## src/frv_pkg.sv

```systemverilog
/*
 * Shared widths, the MMIO map, the trap cause codes and the FSM encodings
 * of the uncore. The MMIO region is a single 4 KiB page holding four
 * 32-bit words. Interrupt cause codes follow the machine-mode mcause
 * numbering; the NMI code is implementation specific.
 */
package frv_pkg;

  // --------------------------------------------------
  // Widths

  typedef logic [31:0] xword_t;    // MMIO data / address word
  typedef logic [63:0] ctr_t;      // Machine counter value
  typedef logic [ 5:0] cause_t;    // Trap cause to write-back
  typedef logic [ 3:0] ex_cause_t; // External interrupt cause code

  // --------------------------------------------------
  // MMIO map

  localparam xword_t MMIO_BASE_ADDR   = 32'h0000_1000; // Region base
  localparam xword_t MMIO_BASE_MASK   = 32'hFFFF_F000; // Region select bits
  localparam xword_t MMIO_OFFSET_MASK = ~MMIO_BASE_MASK; // Offset bits in region

  localparam xword_t MMIO_MTIME_LO    = 32'h0000_0000; // mtime[31:0]
  localparam xword_t MMIO_MTIME_HI    = 32'h0000_0004; // mtime[63:32]
  localparam xword_t MMIO_MTIMECMP_LO = 32'h0000_0008; // mtimecmp[31:0]
  localparam xword_t MMIO_MTIMECMP_HI = 32'h0000_000C; // mtimecmp[63:32]

  // --------------------------------------------------
  // Trap causes

  localparam cause_t CAUSE_NMI      = 6'd63; // Non-maskable interrupt
  localparam cause_t CAUSE_MSI      = 6'd3;  // Machine software interrupt
  localparam cause_t CAUSE_MTI      = 6'd7;  // Machine timer interrupt
  localparam cause_t CAUSE_MEI_BASE = 6'd16; // Plus ex_cause for externals

  // Compare value out of reset, so no timer interrupt fires early
  localparam ctr_t MTIMECMP_RESET = '1;

  // --------------------------------------------------
  // FSM encodings

  // Four-phase MMIO slave in frv_counters
  typedef enum logic [1:0] {
    MMIO_IDLE,      // Waiting for req
    MMIO_ACK,       // Access performed, ack raised
    MMIO_WAIT_DROP  // Holding ack until req falls
  } mmio_state_t;

  // Trap request to write-back in frv_interrupt
  typedef enum logic [1:0] {
    TRAP_IDLE,         // Arbitrating pending sources
    TRAP_REQ,          // Request up, cause frozen
    TRAP_WAIT_ACK_LOW  // Request dropped, waiting for ack to fall
  } trap_state_t;

endpackage

```

## src/frv_counters.sv

```systemverilog
`timescale 1ns/1ps
/*
 * Machine cycle / instret / mtime counters, mtimecmp and their MMIO slave.
 * Only whole 32-bit word accesses are decoded; there are no byte strobes.
 * One four-phase transfer at a time. Bad addresses return error and zero.
 * A written mtime word skips the increment on the edge of the write.
 */
module frv_counters import frv_pkg::*; (
  input  logic   g_clk,       // Global clock
  input  logic   reset,       // Synchronous, active high
  input  logic   instr_ret,   // Instruction retired
  input  logic   inhibit_cy,  // Stop cycle counting
  input  logic   inhibit_tm,  // Stop mtime counting
  input  logic   inhibit_ir,  // Stop instret counting
  input  logic   mmio_req,    // Four-phase request
  input  logic   mmio_wen,    // Write when set
  input  xword_t mmio_addr,   // Byte address
  input  xword_t mmio_wdata,  // Write data
  output logic   mmio_ack,    // Four-phase acknowledge
  output logic   mmio_error,  // Address not decoded
  output xword_t mmio_rdata,  // Read data, valid with ack
  output logic   ti_pending,  // mtime >= mtimecmp, registered
  output ctr_t   ctr_cycle,   // cycle counter
  output ctr_t   ctr_instret, // instret counter
  output ctr_t   ctr_time     // mtime
);

  // --------------------------------------------------
  // Address decode

  ctr_t        mtimecmp;     // Timer compare value
  mmio_state_t mmio_state;   // Slave FSM
  xword_t      offset;       // Offset inside region
  logic        in_region;    // Address hits the MMIO page
  logic        sel_time_lo;
  logic        sel_time_hi;
  logic        sel_cmp_lo;
  logic        sel_cmp_hi;
  logic        addr_ok;      // One of the four words
  xword_t      read_word;    // Selected register, zero when unmapped
  logic        do_write;     // Write strobe on the access edge

  always_comb begin
    in_region   = (mmio_addr & MMIO_BASE_MASK) == MMIO_BASE_ADDR;
    offset      = mmio_addr & MMIO_OFFSET_MASK;
    sel_time_lo = in_region && (offset == MMIO_MTIME_LO);
    sel_time_hi = in_region && (offset == MMIO_MTIME_HI);
    sel_cmp_lo  = in_region && (offset == MMIO_MTIMECMP_LO);
    sel_cmp_hi  = in_region && (offset == MMIO_MTIMECMP_HI);
    addr_ok     = sel_time_lo | sel_time_hi | sel_cmp_lo | sel_cmp_hi;
    // Write lands only in the ACK phase, so held req has no side effect
    do_write    = (mmio_state == MMIO_ACK) && mmio_wen;

    read_word = '0; // Error reads give zero
    if (sel_time_lo) begin
      read_word = ctr_time[31:0];
    end else if (sel_time_hi) begin
      read_word = ctr_time[63:32];
    end else if (sel_cmp_lo) begin
      read_word = mtimecmp[31:0];
    end else if (sel_cmp_hi) begin
      read_word = mtimecmp[63:32];
    end
  end

  // --------------------------------------------------
  // Four-phase MMIO slave

  always_ff @(posedge g_clk) begin
    if (reset) begin
      mmio_state <= MMIO_IDLE;
      mmio_ack   <= 1'b0;
      mmio_error <= 1'b0;
    end else begin
      unique case (mmio_state)
        MMIO_IDLE: begin
          if (mmio_req) begin
            mmio_state <= MMIO_ACK; // Req sampled, access next edge
          end
        end
        MMIO_ACK: begin
          mmio_ack   <= 1'b1;
          mmio_error <= !addr_ok;
          mmio_state <= MMIO_WAIT_DROP;
        end
        MMIO_WAIT_DROP: begin
          if (!mmio_req) begin
            mmio_ack   <= 1'b0; // Master let go
            mmio_state <= MMIO_IDLE;
          end
        end
        default: begin
          mmio_state <= MMIO_IDLE;
        end
      endcase
    end
  end

  // Read data captured on the ack edge
  always_ff @(posedge g_clk) begin
    if (mmio_state == MMIO_ACK) begin
      mmio_rdata <= read_word;
    end
  end

  // --------------------------------------------------
  // Counters

  always_ff @(posedge g_clk) begin
    if (reset) begin
      ctr_cycle <= '0;
    end else if (!inhibit_cy) begin
      ctr_cycle <= ctr_cycle + ctr_t'(1);
    end
  end

  always_ff @(posedge g_clk) begin
    if (reset) begin
      ctr_instret <= '0;
    end else if (instr_ret && !inhibit_ir) begin
      ctr_instret <= ctr_instret + ctr_t'(1); // One per retire
    end
  end

  // MMIO write wins over the increment on that edge
  always_ff @(posedge g_clk) begin
    if (reset) begin
      ctr_time <= '0;
    end else if (do_write && sel_time_lo) begin
      ctr_time[31:0] <= mmio_wdata;
    end else if (do_write && sel_time_hi) begin
      ctr_time[63:32] <= mmio_wdata;
    end else if (!inhibit_tm) begin
      ctr_time <= ctr_time + ctr_t'(1);
    end
  end

  always_ff @(posedge g_clk) begin
    if (reset) begin
      mtimecmp <= MTIMECMP_RESET;
    end else if (do_write && sel_cmp_lo) begin
      mtimecmp[31:0] <= mmio_wdata;
    end else if (do_write && sel_cmp_hi) begin
      mtimecmp[63:32] <= mmio_wdata;
    end
  end

  // --------------------------------------------------
  // Timer compare

  always_ff @(posedge g_clk) begin
    if (reset) begin
      ti_pending <= 1'b0;
    end else begin
      ti_pending <= (ctr_time >= mtimecmp); // Follows a cmp write by one cycle
    end
  end

endmodule

```

## src/frv_interrupt.sv

```systemverilog
`timescale 1ns/1ps
/*
 * Interrupt pending registers and trap request to write-back.
 * Sources are level sensitive; a source still high after the trap
 * handshake raises a new request. Priority is NMI, external, software,
 * timer. The cause is frozen while int_trap_req is high.
 */
module frv_interrupt import frv_pkg::*; (
  input  logic      g_clk,          // Global clock
  input  logic      reset,          // Synchronous, active high
  input  logic      mstatus_mie,    // Global interrupt enable
  input  logic      mie_meie,       // External enable
  input  logic      mie_mtie,       // Timer enable
  input  logic      mie_msie,       // Software enable
  input  logic      nmi_pending,    // Non-maskable source
  input  logic      ex_pending,     // External source
  input  ex_cause_t ex_cause,       // External cause code
  input  logic      ti_pending,     // Timer source from frv_counters
  input  logic      sw_pending,     // Software source
  output logic      mip_meip,       // External pending
  output logic      mip_mtip,       // Timer pending
  output logic      mip_msip,       // Software pending
  output logic      int_trap_req,   // Trap request to write-back
  output cause_t    int_trap_cause, // Cause, valid with req
  input  logic      int_trap_ack    // Write-back has taken the trap
);

  logic        nmi_q;        // Registered NMI line
  ex_cause_t   ex_cause_q;   // Cause aligned with mip_meip
  logic        take_nmi;
  logic        take_ext;
  logic        take_sw;
  logic        take_ti;
  logic        any_take;     // Some source may trap
  cause_t      sel_cause;    // Winner of arbitration
  trap_state_t trap_state;

  // --------------------------------------------------
  // Pending registers

  always_ff @(posedge g_clk) begin
    if (reset) begin
      nmi_q    <= 1'b0;
      mip_meip <= 1'b0;
      mip_mtip <= 1'b0;
      mip_msip <= 1'b0;
    end else begin
      nmi_q    <= nmi_pending;
      mip_meip <= ex_pending;
      mip_mtip <= ti_pending;
      mip_msip <= sw_pending; // One cycle behind the source
    end
  end

  always_ff @(posedge g_clk) begin
    ex_cause_q <= ex_cause;
  end

  // --------------------------------------------------
  // Priority select

  always_comb begin
    take_nmi = nmi_q; // Ignores all enables
    take_ext = mstatus_mie && mie_meie && mip_meip;
    take_sw  = mstatus_mie && mie_msie && mip_msip;
    take_ti  = mstatus_mie && mie_mtie && mip_mtip;
    any_take = take_nmi | take_ext | take_sw | take_ti;

    if (take_nmi) begin
      sel_cause = CAUSE_NMI;
    end else if (take_ext) begin
      sel_cause = CAUSE_MEI_BASE + {2'b00, ex_cause_q};
    end else if (take_sw) begin
      sel_cause = CAUSE_MSI;
    end else begin
      sel_cause = CAUSE_MTI; // Also the don't-care when nothing pends
    end
  end

  // --------------------------------------------------
  // Trap request handshake

  always_ff @(posedge g_clk) begin
    if (reset) begin
      trap_state   <= TRAP_IDLE;
      int_trap_req <= 1'b0;
    end else begin
      unique case (trap_state)
        TRAP_IDLE: begin
          if (any_take) begin
            int_trap_req <= 1'b1;
            trap_state   <= TRAP_REQ;
          end
        end
        TRAP_REQ: begin
          if (int_trap_ack) begin
            int_trap_req <= 1'b0; // Drop one cycle after ack
            trap_state   <= TRAP_WAIT_ACK_LOW;
          end
        end
        TRAP_WAIT_ACK_LOW: begin
          if (!int_trap_ack) begin
            trap_state <= TRAP_IDLE; // Rearbitrate next edge
          end
        end
        default: begin
          trap_state <= TRAP_IDLE;
        end
      endcase
    end
  end

  // Cause captured with the rising req, frozen until idle again
  always_ff @(posedge g_clk) begin
    if ((trap_state == TRAP_IDLE) && any_take) begin
      int_trap_cause <= sel_cause;
    end
  end

endmodule

```

## src/frv_uncore.sv

```systemverilog
`timescale 1ns/1ps
/*
 * Uncore of the core: counters with the MMIO timer beside the
 * interrupt unit. The pipeline side drives retire, enables and acks.
 * int_mtime is the registered timer pending bit.
 */
module frv_uncore import frv_pkg::*; (
  input  logic      g_clk,            // Global clock
  input  logic      reset,            // Synchronous, active high
  input  logic      instr_ret,        // Instruction retired
  input  logic      inhibit_cy,       // Stop cycle counting
  input  logic      inhibit_tm,       // Stop mtime counting
  input  logic      inhibit_ir,       // Stop instret counting
  input  logic      mstatus_mie,      // Global interrupt enable
  input  logic      mie_meie,         // External enable
  input  logic      mie_mtie,         // Timer enable
  input  logic      mie_msie,         // Software enable
  input  logic      int_nmi,          // Non-maskable interrupt
  input  logic      int_external,     // External interrupt line
  input  ex_cause_t int_extern_cause, // External cause code
  input  logic      int_software,     // Software interrupt line
  input  logic      int_trap_ack,     // Write-back took the trap
  input  logic      mmio_req,         // MMIO request
  input  logic      mmio_wen,         // MMIO write enable
  input  xword_t    mmio_addr,        // MMIO address
  input  xword_t    mmio_wdata,       // MMIO write data
  output logic      mmio_ack,         // MMIO acknowledge
  output logic      mmio_error,       // MMIO decode error
  output xword_t    mmio_rdata,       // MMIO read data
  output logic      int_mtime,        // Timer interrupt pending
  output logic      int_trap_req,     // Trap request to write-back
  output cause_t    int_trap_cause,   // Trap cause
  output logic      mip_meip,         // External pending
  output logic      mip_mtip,         // Timer pending
  output logic      mip_msip,         // Software pending
  output ctr_t      ctr_cycle,        // cycle counter
  output ctr_t      ctr_instret,      // instret counter
  output ctr_t      ctr_time          // mtime
);

  logic ti_pending; // Counters to interrupt unit

  assign int_mtime = mip_mtip;

  // --------------------------------------------------
  // Counters and timer

  frv_counters i_counters (
    .g_clk       (g_clk),
    .reset       (reset),
    .instr_ret   (instr_ret),
    .inhibit_cy  (inhibit_cy),
    .inhibit_tm  (inhibit_tm),
    .inhibit_ir  (inhibit_ir),
    .mmio_req    (mmio_req),
    .mmio_wen    (mmio_wen),
    .mmio_addr   (mmio_addr),
    .mmio_wdata  (mmio_wdata),
    .mmio_ack    (mmio_ack),
    .mmio_error  (mmio_error),
    .mmio_rdata  (mmio_rdata),
    .ti_pending  (ti_pending),
    .ctr_cycle   (ctr_cycle),
    .ctr_instret (ctr_instret),
    .ctr_time    (ctr_time)
  );

  // --------------------------------------------------
  // Interrupt unit

  frv_interrupt i_interrupts (
    .g_clk          (g_clk),
    .reset          (reset),
    .mstatus_mie    (mstatus_mie),
    .mie_meie       (mie_meie),
    .mie_mtie       (mie_mtie),
    .mie_msie       (mie_msie),
    .nmi_pending    (int_nmi),
    .ex_pending     (int_external),
    .ex_cause       (int_extern_cause),
    .ti_pending     (ti_pending),   // Registered compare
    .sw_pending     (int_software),
    .mip_meip       (mip_meip),
    .mip_mtip       (mip_mtip),
    .mip_msip       (mip_msip),
    .int_trap_req   (int_trap_req),
    .int_trap_cause (int_trap_cause),
    .int_trap_ack   (int_trap_ack)
  );

endmodule

```

## config.mk

```make
export PLATFORM = sky130hd
export DESIGN_NAME = frv_uncore
export DESIGN_NICKNAME = d
export VERILOG_FILES = /design/src/frv_pkg.sv /design/src/frv_counters.sv /design/src/frv_interrupt.sv /design/src/frv_uncore.sv
export SDC_FILE = /design/constraint.sdc
export NUM_CORES = 1
export LEC_CHECK = 0
export ABC_AREA = 1
export BUFFER_PORTS_ARGS = -buffer_cell sky130_fd_sc_hd__buf_4
export CORE_ASPECT_RATIO = 1.1
export CORE_MARGIN = 5
export CORE_UTILIZATION = 54
export DETAILED_ROUTE_END_ITERATION = 6
export HOLD_SLACK_MARGIN = 0.02
export PLACE_DENSITY = 0.8
export SYNTH_ARGS = -nofsm -noshare
export SYNTH_HDL_FRONTEND = slang
export SYNTH_HIERARCHICAL = 1
export SYNTH_SLANG_ARGS = --single-unit
```

## constraint.sdc

```tcl
create_clock -name g_clk -period 3.3 [get_ports g_clk]
set_input_delay 0.165 -clock g_clk [delete_from_list [all_inputs] [get_ports g_clk]]
set_output_delay 0.165 -clock g_clk [all_outputs]
set_load 0.01 [all_outputs]
```

==> results of run 1 <==
## worst max-delay path: stages (launching register included)
cell and delay (ns):
sky130_fd_sc_hd__dfxtp_1 0.46, sky130_fd_sc_hd__ha_1 0.35, sky130_fd_sc_hd__inv_1 0.09, sky130_fd_sc_hd__nor2_2 0.20, sky130_fd_sc_hd__nand3_1 0.21, sky130_fd_sc_hd__nor3_1 0.62
sky130_fd_sc_hd__nand2_1 0.11, sky130_fd_sc_hd__nand2_1 0.08, sky130_fd_sc_hd__nand3_1 0.07, sky130_fd_sc_hd__nand2_1 0.09, sky130_fd_sc_hd__a21oi_1 0.06
## cell usage after synthesis, types with 37 or more instances
| library cell | n |
|---|---|
| sky130_fd_sc_hd__a21oi_1 | 158 |
| sky130_fd_sc_hd__clkbuf_1 | 46 |
| sky130_fd_sc_hd__dfxtp_1 | 272 |
| sky130_fd_sc_hd__edfxtp_1 | 38 |
| sky130_fd_sc_hd__ha_1 | 67 |
| sky130_fd_sc_hd__inv_1 | 323 |
| sky130_fd_sc_hd__nand2_1 | 757 |
| sky130_fd_sc_hd__nand3_1 | 152 |
| sky130_fd_sc_hd__nand4_1 | 70 |
| sky130_fd_sc_hd__nor2_1 | 503 |
| sky130_fd_sc_hd__nor3_1 | 87 |
| sky130_fd_sc_hd__o211ai_1 | 65 |
| sky130_fd_sc_hd__o21ai_0 | 130 |
| sky130_fd_sc_hd__xor2_1 | 37 |
## path summary, 6_finish.rpt
path,to,slack [ns],depth (start not counted)
worst max-delay path,i_counters/ctr_time[60],0.81,10
worst min-delay path,i_interrupts/int_trap_cause[4],0.04,3
worst max register to register,i_counters/ctr_time[60],0.81,10
worst min register to register,i_counters/mmio_state[0],0.45,1
## kinds of logic after synthesis
logic type                 synth area share (%)
xor gates and xnor gates                  2.653
and+or+nand+nor                           37.66
buffers and inverters                     8.606
AOI/OAI and AO/OA                         12.30
adders and majority gates                 4.378
DFF                                       34.40
## final cells by class
class / instances / share of cell area (%)
clock buffer: 43 / 3.988
clock inverter: 21 / 1.225
inverter: 329 / 5.266
multi-input combinational: 2211 / 46.49
sequential: 310 / 28.03
tap: 444 / 2.364
timing repair buffer: 378 / 12.64
## sequential cells by signal, summed over array words and instances, names as in the netlist
| name | flops |
|---|---|
| i_counters/mmio_state | 2 |
| i_counters/ctr_cycle | 64 |
| i_counters/mtimecmp | 64 |
| i_counters/ti_pending | 1 |
| i_interrupts/nmi_q | 1 |
| i_interrupts/trap_state | 2 |
| i_counters/mmio_ack | 1 |
| i_counters/ctr_time | 64 |
| i_counters/mmio_rdata | 32 |
| i_interrupts/int_trap_req | 1 |
| i_interrupts/int_trap_cause | 6 |
| i_interrupts/mip_mtip | 1 |
| i_interrupts/ex_cause_q | 4 |
| i_counters/ctr_instret | 64 |
| i_counters/mmio_error | 1 |
| i_interrupts/mip_msip | 1 |
| i_interrupts/mip_meip | 1 |
## metal layers
| metal | wire (µm) | share of wire (%) | GRT usage (%) |
|---|---|---|---|
| met5 | 7 | 0.0094 | 0 |
| met1 | 29430 | 40 | 46.72 |
| met3 | 7752 | 10 | 7.686 |
| met2 | 33420 | 45 | 57.28 |
| met4 | 3706 | 5.0 | 15.94 |
## metrics by stage
step / worst slack (ns) / util, % / total power, mW / hold slack [ns]
2_1_floorplan: 1.176 / - / 4.212 / 0.1927
3_3_place_gp: 0.9218 / 62.17 / 4.476 / 0.2724
3_5_place_dp: 0.8994 / 62.17 / 4.489 / 0.2724
4_1_cts: 0.9000 / 66.88 / 8.717 / 0.02701
5_1_grt: 0.6617 / 66.88 / 8.937 / 0.04859
6_report: 0.8087 / 66.88 / 8.697 / 0.04250
## repair_timing
action,4_1_cts,5_1_grt
hold buffers,43,0
setup endpoints to repair,0,0
endpoints found under the hold margin,119,0
## power groups by stage
stage | Clock, mW | Combinational (mW) | Sequential, mW
floorplan | 0 | 0.193 | 4.02
global placement | 0 | 0.468 | 4.01
detailed placement | 0 | 0.478 | 4.01
CTS | 4.27 | 0.523 | 3.93
global route | 4.44 | 0.567 | 3.93
finish | 4.23 | 0.531 | 3.93
==> metrics.md, run 1 <==
| Metric | Value |
|---|---|
| Run status | completed |
| Post-Route WL | between 70000 and 80000 µm |
| Pin count of the biggest net entering global routing | between 90 and 100 |
| Critical path startpoint category | flop |
| Flip-flop cell with the highest count after synthesis | sky130_fd_sc_hd__dfxtp_1 |
| Total GRT Usage | approximately 36% |
| Number of unique standard cell types used by synthesis | 48 |
| Final count of negative-setup-slack endpoints | 0 |
| Critical setup path kind | flop to flop |
| Core area | between 30000 and 40000 µm² |
| Routed wire length per instance | approximately 20 µm |
| Pin slew with the least headroom to its limit | around 0.76 ns |
| Number of placement rows | between 70 and 80 |
| Number of detailed-route iterations in the first pass | 7 |
| Resized cells post-CTS | 0 |
| Total area of multi-input combinational cells | about 11000 µm² |
| Number of buffers inserted by port buffering | 320 |
| Critical Path Source | i_counters/ctr_time[1] |
| I/O pin total | around 320 |
| Async S/R FF share, synth | 0% |
| Post-layout net count | approximately 3400 |
| Logic gate share of total power | 6.1% |
| Fin Clk Skew | 0.01606 ns |
| Die outline height | 207.5 µm |
| Register bit count reported by yosys | 310 |
| Total via count in the routed design | around 22000 |
| Max-Slew Margin vs Limit | between 40% and 50% |
| Pins Over Slew Limit | 0 |
| DR vias/cell | between 5 and 6 |
| Largest driver fanout on the critical path | 6 |
| # clock sinks | between 300 and 400 |
| Maximum capacitance violations | 0 |
| Count of synthesis-stage warnings from yosys | 6 |
| Final TNS setup | 0 ns |
| Estimated wirelength of the detail-placed design | about 56000 µm |
| Antenna violations before repair | 1 |
| Filler Cell Count | 3091 |
| TritonCTS clock tree | yes |
| Internal power component | 6.612 mW |
| Reported leakage power | approximately 10 nW |
| Count of unresolved DRC violations after routing | 0 |
| Number of buffers between clock root and the deepest sink | 3 |
| DRC violation total after the first TritonRoute iteration | approximately 2200 |
| Final Instance Count excl. Fillers | 3736 |
| Origin of the critical flop-to-flop path | i_counters/ctr_time[1] |
| Areal power density over the cells | ~370 nW/µm² |
| Clock Tree Root | sky130_fd_sc_hd__clkbuf_16 |
| Commonest cells after routing, fill and taps aside | sky130_fd_sc_hd__nand2_1, sky130_fd_sc_hd__nor2_1, sky130_fd_sc_hd__buf_4 |
| Overall die area | just under 40000 µm² |
| Path class of the lowest-slack min-delay path | primary input to flop |
| Data required time at the worst endpoint | roughly 3.7 ns |
| Number of enable-type register cells in the synthesized netlist | 38 |
| Starting density of the core | a little over half |
| Clk slew on worst S/H paths | approximately 0.06 ns |
| Switching pwr | between 2 and 2.5 mW |
| Clock network power share | ~49% |
| Worst skew pair latency | approximately 0.55 ns |
| Signal arrival time at the worst endpoint | between 2 and 3 ns |
| CP endpoint kind | flop |
| Cells after Synth | approximately 2900 |
| Period Utilization, post-route | about three quarters |
| Storage cell area | about 6600 µm² |
| Switching power share of the total | between 20% and 30% |
| Post-route design area | 23500 µm² |
| Share of the yosys chip area belonging to registers | roughly a third |
| First-pass GRT wire length | about 110000 µm |
| Dominant cells by area after synthesis | sky130_fd_sc_hd__dfxtp_1, sky130_fd_sc_hd__nand2_1, sky130_fd_sc_hd__nor2_1 |
| Placed insts | roughly 3600 |
| Seq pwr share | 45.2% |
| Beginning of the worst hold path | mie_meie |
| Cell area after synthesis | between 15000 and 20000 µm² |
| Cell type with the highest aggregate area in the netlist | sky130_fd_sc_hd__dfxtp_1 |
| Die Span X | about 190 µm |
| Weighted congestion at the end of routability-driven global placement | about 1.0 |
| TritonCTS buffer count | 35 |
| Layout cells sized above 1 | between 10% and 20% |
| Via count of the first global-routing pass | 20848 |
| Htree depth | 2 |
| Minimum clock period | approximately 2.5 ns |
| Maximum achievable frequency | ~400 MHz |
| Dpl cell area | between 20000 and 25000 µm² |
| Worst vdd rail ir drop | between 0.0003 and 0.0004 V |
| Number of endpoints with negative hold slack in the final report | 0 |
| Total global routing overflow | 0 |
| Post-Syn Area per Cell | 6.524 µm² |
| Fraction of post-synthesis cell area in the top cell type by area | ~28% |
| Synth Net Count | 3086 |
| Post-CTS Setup Bufs | 0 |
| RSZ-0062 raised after global routing | no |
| Leading cell type in the layout, fill and taps excluded | sky130_fd_sc_hd__nand2_1 |
| Synth-to-layout area growth | 22.73% |
| Post-detailed-route count of antenna-violating nets | 0 |
| Diode insertion count for antenna repair | 0 |
Note: power is estimated with default switching activity, not from simulation.
==> run 2, diff against run 1 <==
--- a/config.mk
+++ b/config.mk
@@ -9,10 +9,10 @@
 export BUFFER_PORTS_ARGS = -buffer_cell sky130_fd_sc_hd__buf_4
 export CORE_ASPECT_RATIO = 1.1
 export CORE_MARGIN = 5
-export CORE_UTILIZATION = 54
+export CORE_UTILIZATION = 52
 export DETAILED_ROUTE_END_ITERATION = 6
 export HOLD_SLACK_MARGIN = 0.02
-export PLACE_DENSITY = 0.8
+export PLACE_DENSITY = 0.81
 export SYNTH_ARGS = -nofsm -noshare
 export SYNTH_HDL_FRONTEND = slang
 export SYNTH_HIERARCHICAL = 1
==> constraint.sdc (replaced) <==
create_clock -name g_clk -period 2.2 [get_ports g_clk]
set_input_delay 0.11 -clock g_clk [delete_from_list [all_inputs] [get_ports g_clk]]
set_output_delay 0.11 -clock g_clk [all_outputs]
set_load 0.01 [all_outputs]
==> run 2 against run 1 <==
Net effect: routed wire length up 5.4%; critical path depth down 1; clock-buffer cell count up 11; core utilization up 1.3 points; combinational power up 68%; register-to-register slack worse by 0.76 ns; hold slack better by 0.031 ns; cell count up 4.6%; clock skew down 0.00078 ns; non-clock buffer count up 125; final area up 5.1%.
==> metrics.md, run 2 (synthesis results as in run 1) <==
| Metric | Value |
|---|---|
| I/O pin total | 321 (unchanged) |
| Via count of the first global-routing pass | 20982 (was 20848) |
| TritonCTS clock tree | yes (unchanged) |
| Starting density of the core | 52.80% (was 54.50%) |
| Core Util, Final | 68.13% (was 66.88%) |
| Core area | 36260 µm² (was 35130 µm²) |
| DR vias/cell | 5.709 (was 5.796) |
| Storage cell area | 6595 µm² (was 6586 µm²) |
| Layout cells sized above 1 | 18.08% (was 14.40%) |
| First-pass GRT wire length | 118300 µm (was 113800 µm) |
| Post-Route WL | 78300 µm (was 74320 µm) |
| DRC violation total after the first TritonRoute iteration | 2649 (was 2242) |
| Clock Tree Root | sky130_fd_sc_hd__clkbuf_16 (unchanged) |
| Areal power density over the cells | 526.2 nW/µm² (was 370.1 nW/µm²) |
| Commonest cells after routing, fill and taps aside | sky130_fd_sc_hd__nand2_1, sky130_fd_sc_hd__nor2_1, sky130_fd_sc_hd__buf_4 (unchanged) |
| Final count of negative-setup-slack endpoints | 0 (unchanged) |
| Estimated wirelength of the detail-placed design | 58480 µm (was 55670 µm) |
| Post-layout net count | 3542 (was 3416) |
| Die Span X | 193.0 µm (was 189.5 µm) |
| Die outline height | 211.3 µm (was 207.5 µm) |
| Worst skew pair latency | 0.56 ns (was 0.55 ns) |
| Critical setup path kind | flop to flop (unchanged) |
| Critical Path Source | i_counters/ctr_time[41] (was i_counters/ctr_time[1]) |
| Clk slew on worst S/H paths | 0.06 ns (about the same) |
| Filler Cell Count | 3136 (was 3091) |
| Signal arrival time at the worst endpoint | 2.57 ns (was 2.89 ns) |
| Antenna violations before repair | 3 (was 1) |
| Number of placement rows | 73 (was 72) |
| Htree depth | 2 (unchanged) |
| Worst vdd rail ir drop | 0.0006189 V (was 0.0003469 V) |
| Data required time at the worst endpoint | 2.62 ns (was 3.69 ns) |
| Origin of the critical flop-to-flop path | i_counters/ctr_time[41] (was i_counters/ctr_time[1]) |
| Period Utilization, post-route | 97.81% (was 75.50%) |
| Number of detailed-route iterations in the first pass | 7 (unchanged) |
| Run status | completed (unchanged) |
| Largest driver fanout on the critical path | 7 (was 6) |
| Total via count in the routed design | 22301 (was 21654) |
| # clock sinks | 310 (unchanged) |
| Path class of the lowest-slack min-delay path | primary input to flop (unchanged) |
| Leading cell type in the layout, fill and taps excluded | sky130_fd_sc_hd__nand2_1 (unchanged) |
| Overall die area | 40760 µm² (was 39330 µm²) |
| Total GRT Usage | 36.88% (was 35.85%) |
| Maximum achievable frequency | 464.7 MHz (was 401.4 MHz) |
| Setup slack of the critical path after layout | 0.04822 ns (was 0.8087 ns) |
| Critical path startpoint category | flop (unchanged) |
| RSZ-0062 raised after global routing | yes (was no) |
| Routed wire length per instance | 20.05 µm (was 19.89 µm) |
| Total global routing overflow | 0 (unchanged) |
| Reported leakage power | 10.77 nW (was 10.09 nW) |
| Total area of multi-input combinational cells | 11020 µm² (was 10920 µm²) |
| Pin count of the biggest net entering global routing | 86 (was 91) |
| Number of buffers between clock root and the deepest sink | 3 (unchanged) |
| Pins Over Slew Limit | 0 (unchanged) |
| Number of endpoints with negative hold slack in the final report | 0 (unchanged) |
| TritonCTS buffer count | 36 (was 35) |
| Post-detailed-route count of antenna-violating nets | 0 (unchanged) |
| Maximum capacitance violations | 0 (unchanged) |
| Pin slew with the least headroom to its limit | 0.6845 ns (was 0.7636 ns) |
| Minimum clock period | 2.152 ns (was 2.491 ns) |
| Fin Clk Skew | 0.01528 ns (was 0.01606 ns) |
| Beginning of the worst hold path | inhibit_ir (was mie_meie) |
| Weighted congestion at the end of routability-driven global placement | 1.067 (was 1.034) |
| Count of unresolved DRC violations after routing | 0 (unchanged) |
| CP endpoint kind | flop (unchanged) |
| Synth-to-layout area growth | 29.03% (was 22.73%) |
| Post-placement worst setup slack | -0.1373 ns (was 0.8994 ns) |
| Max-Slew Margin vs Limit | 54.30% (was 49.09%) |
| Number of buffers inserted by port buffering | 320 (unchanged) |
run 2: path summary, 6_finish.rpt:
kind,to,slack (ns),cells after the start
worst max-delay path,i_counters/ctr_time[63],0.05,9
worst min-delay path,i_counters/ctr_instret[44],0.07,5
worst max register to register,i_counters/ctr_time[63],0.05,9
worst min register to register,i_counters/mmio_state[0],0.44,1
run 2: critical path, cell delays in order, from the launching register on:
cell and delay (ns):
sky130_fd_sc_hd__dfxtp_1 0.55, sky130_fd_sc_hd__nand2_1 0.14, sky130_fd_sc_hd__nor2_1 0.20, sky130_fd_sc_hd__nand2_1 0.15
sky130_fd_sc_hd__nor2_2 0.34, sky130_fd_sc_hd__nand2_1 0.19, sky130_fd_sc_hd__o21ai_0 0.22, sky130_fd_sc_hd__nand3_1 0.09
sky130_fd_sc_hd__nand2_1 0.08, sky130_fd_sc_hd__a21oi_1 0.05
run 2: routing by layer:
metal | vias to the layer above | track usage [%] | routed length [µm]
met5 | - | 0 | 27
met1 | 10315 | 49.77 | 31540
met3 | 227 | 8.380 | 8751
met4 | 4 | 13.06 | 3001
met2 | 1280 | 58.24 | 34980
li1 | 10475 | - | -
run 2: timing repair:
action / in CTS / in global routing
pin swaps: 0 / 3
gates resized for setup: 3 / 27
buffers inserted: 0 / 5
endpoints found under the hold margin: 153 / 0
hold buffers: 48 / 0
endpoints found under the setup margin: 3 / 32
run 2: stage by stage:
step	total power [mW]	instances	setup TNS (ns)	hold slack (ns)	cell area, µm²
floorplan	6.317	2935	0	0.1377	19150
global placement	6.773	3787	-0.3714	0.2155	22850
detailed placement	6.791	3787	-0.2721	0.2157	22850
CTS	13.05	3900	0	0.04649	24560
global route	13.36	3905	-0.03661	0.08470	24700
finish	13.00	3906	0	0.07336	24710
run 2: report_power, final:
part | switching, mW | internal [mW] | total [mW]
clock | 2.52 | 3.71 | 6.23
sequential | 0.0701 | 5.81 | 5.88
combinational | 0.521 | 0.370 | 0.891
run 2: final cells by class:
| class | count | area share (%) |
|---|---|---|
| Multi-Input combinational cell | 2211 | 44.59 |
| Sequential cell | 310 | 26.69 |
| Timing Repair Buffer | 503 | 16.28 |
| Inverter | 329 | 5.009 |
| Clock buffer | 54 | 4.457 |
| Tap cell | 487 | 2.466 |
| Clock inverter | 11 | 0.5014 |
| Antenna cell | 1 | 0.01013 |
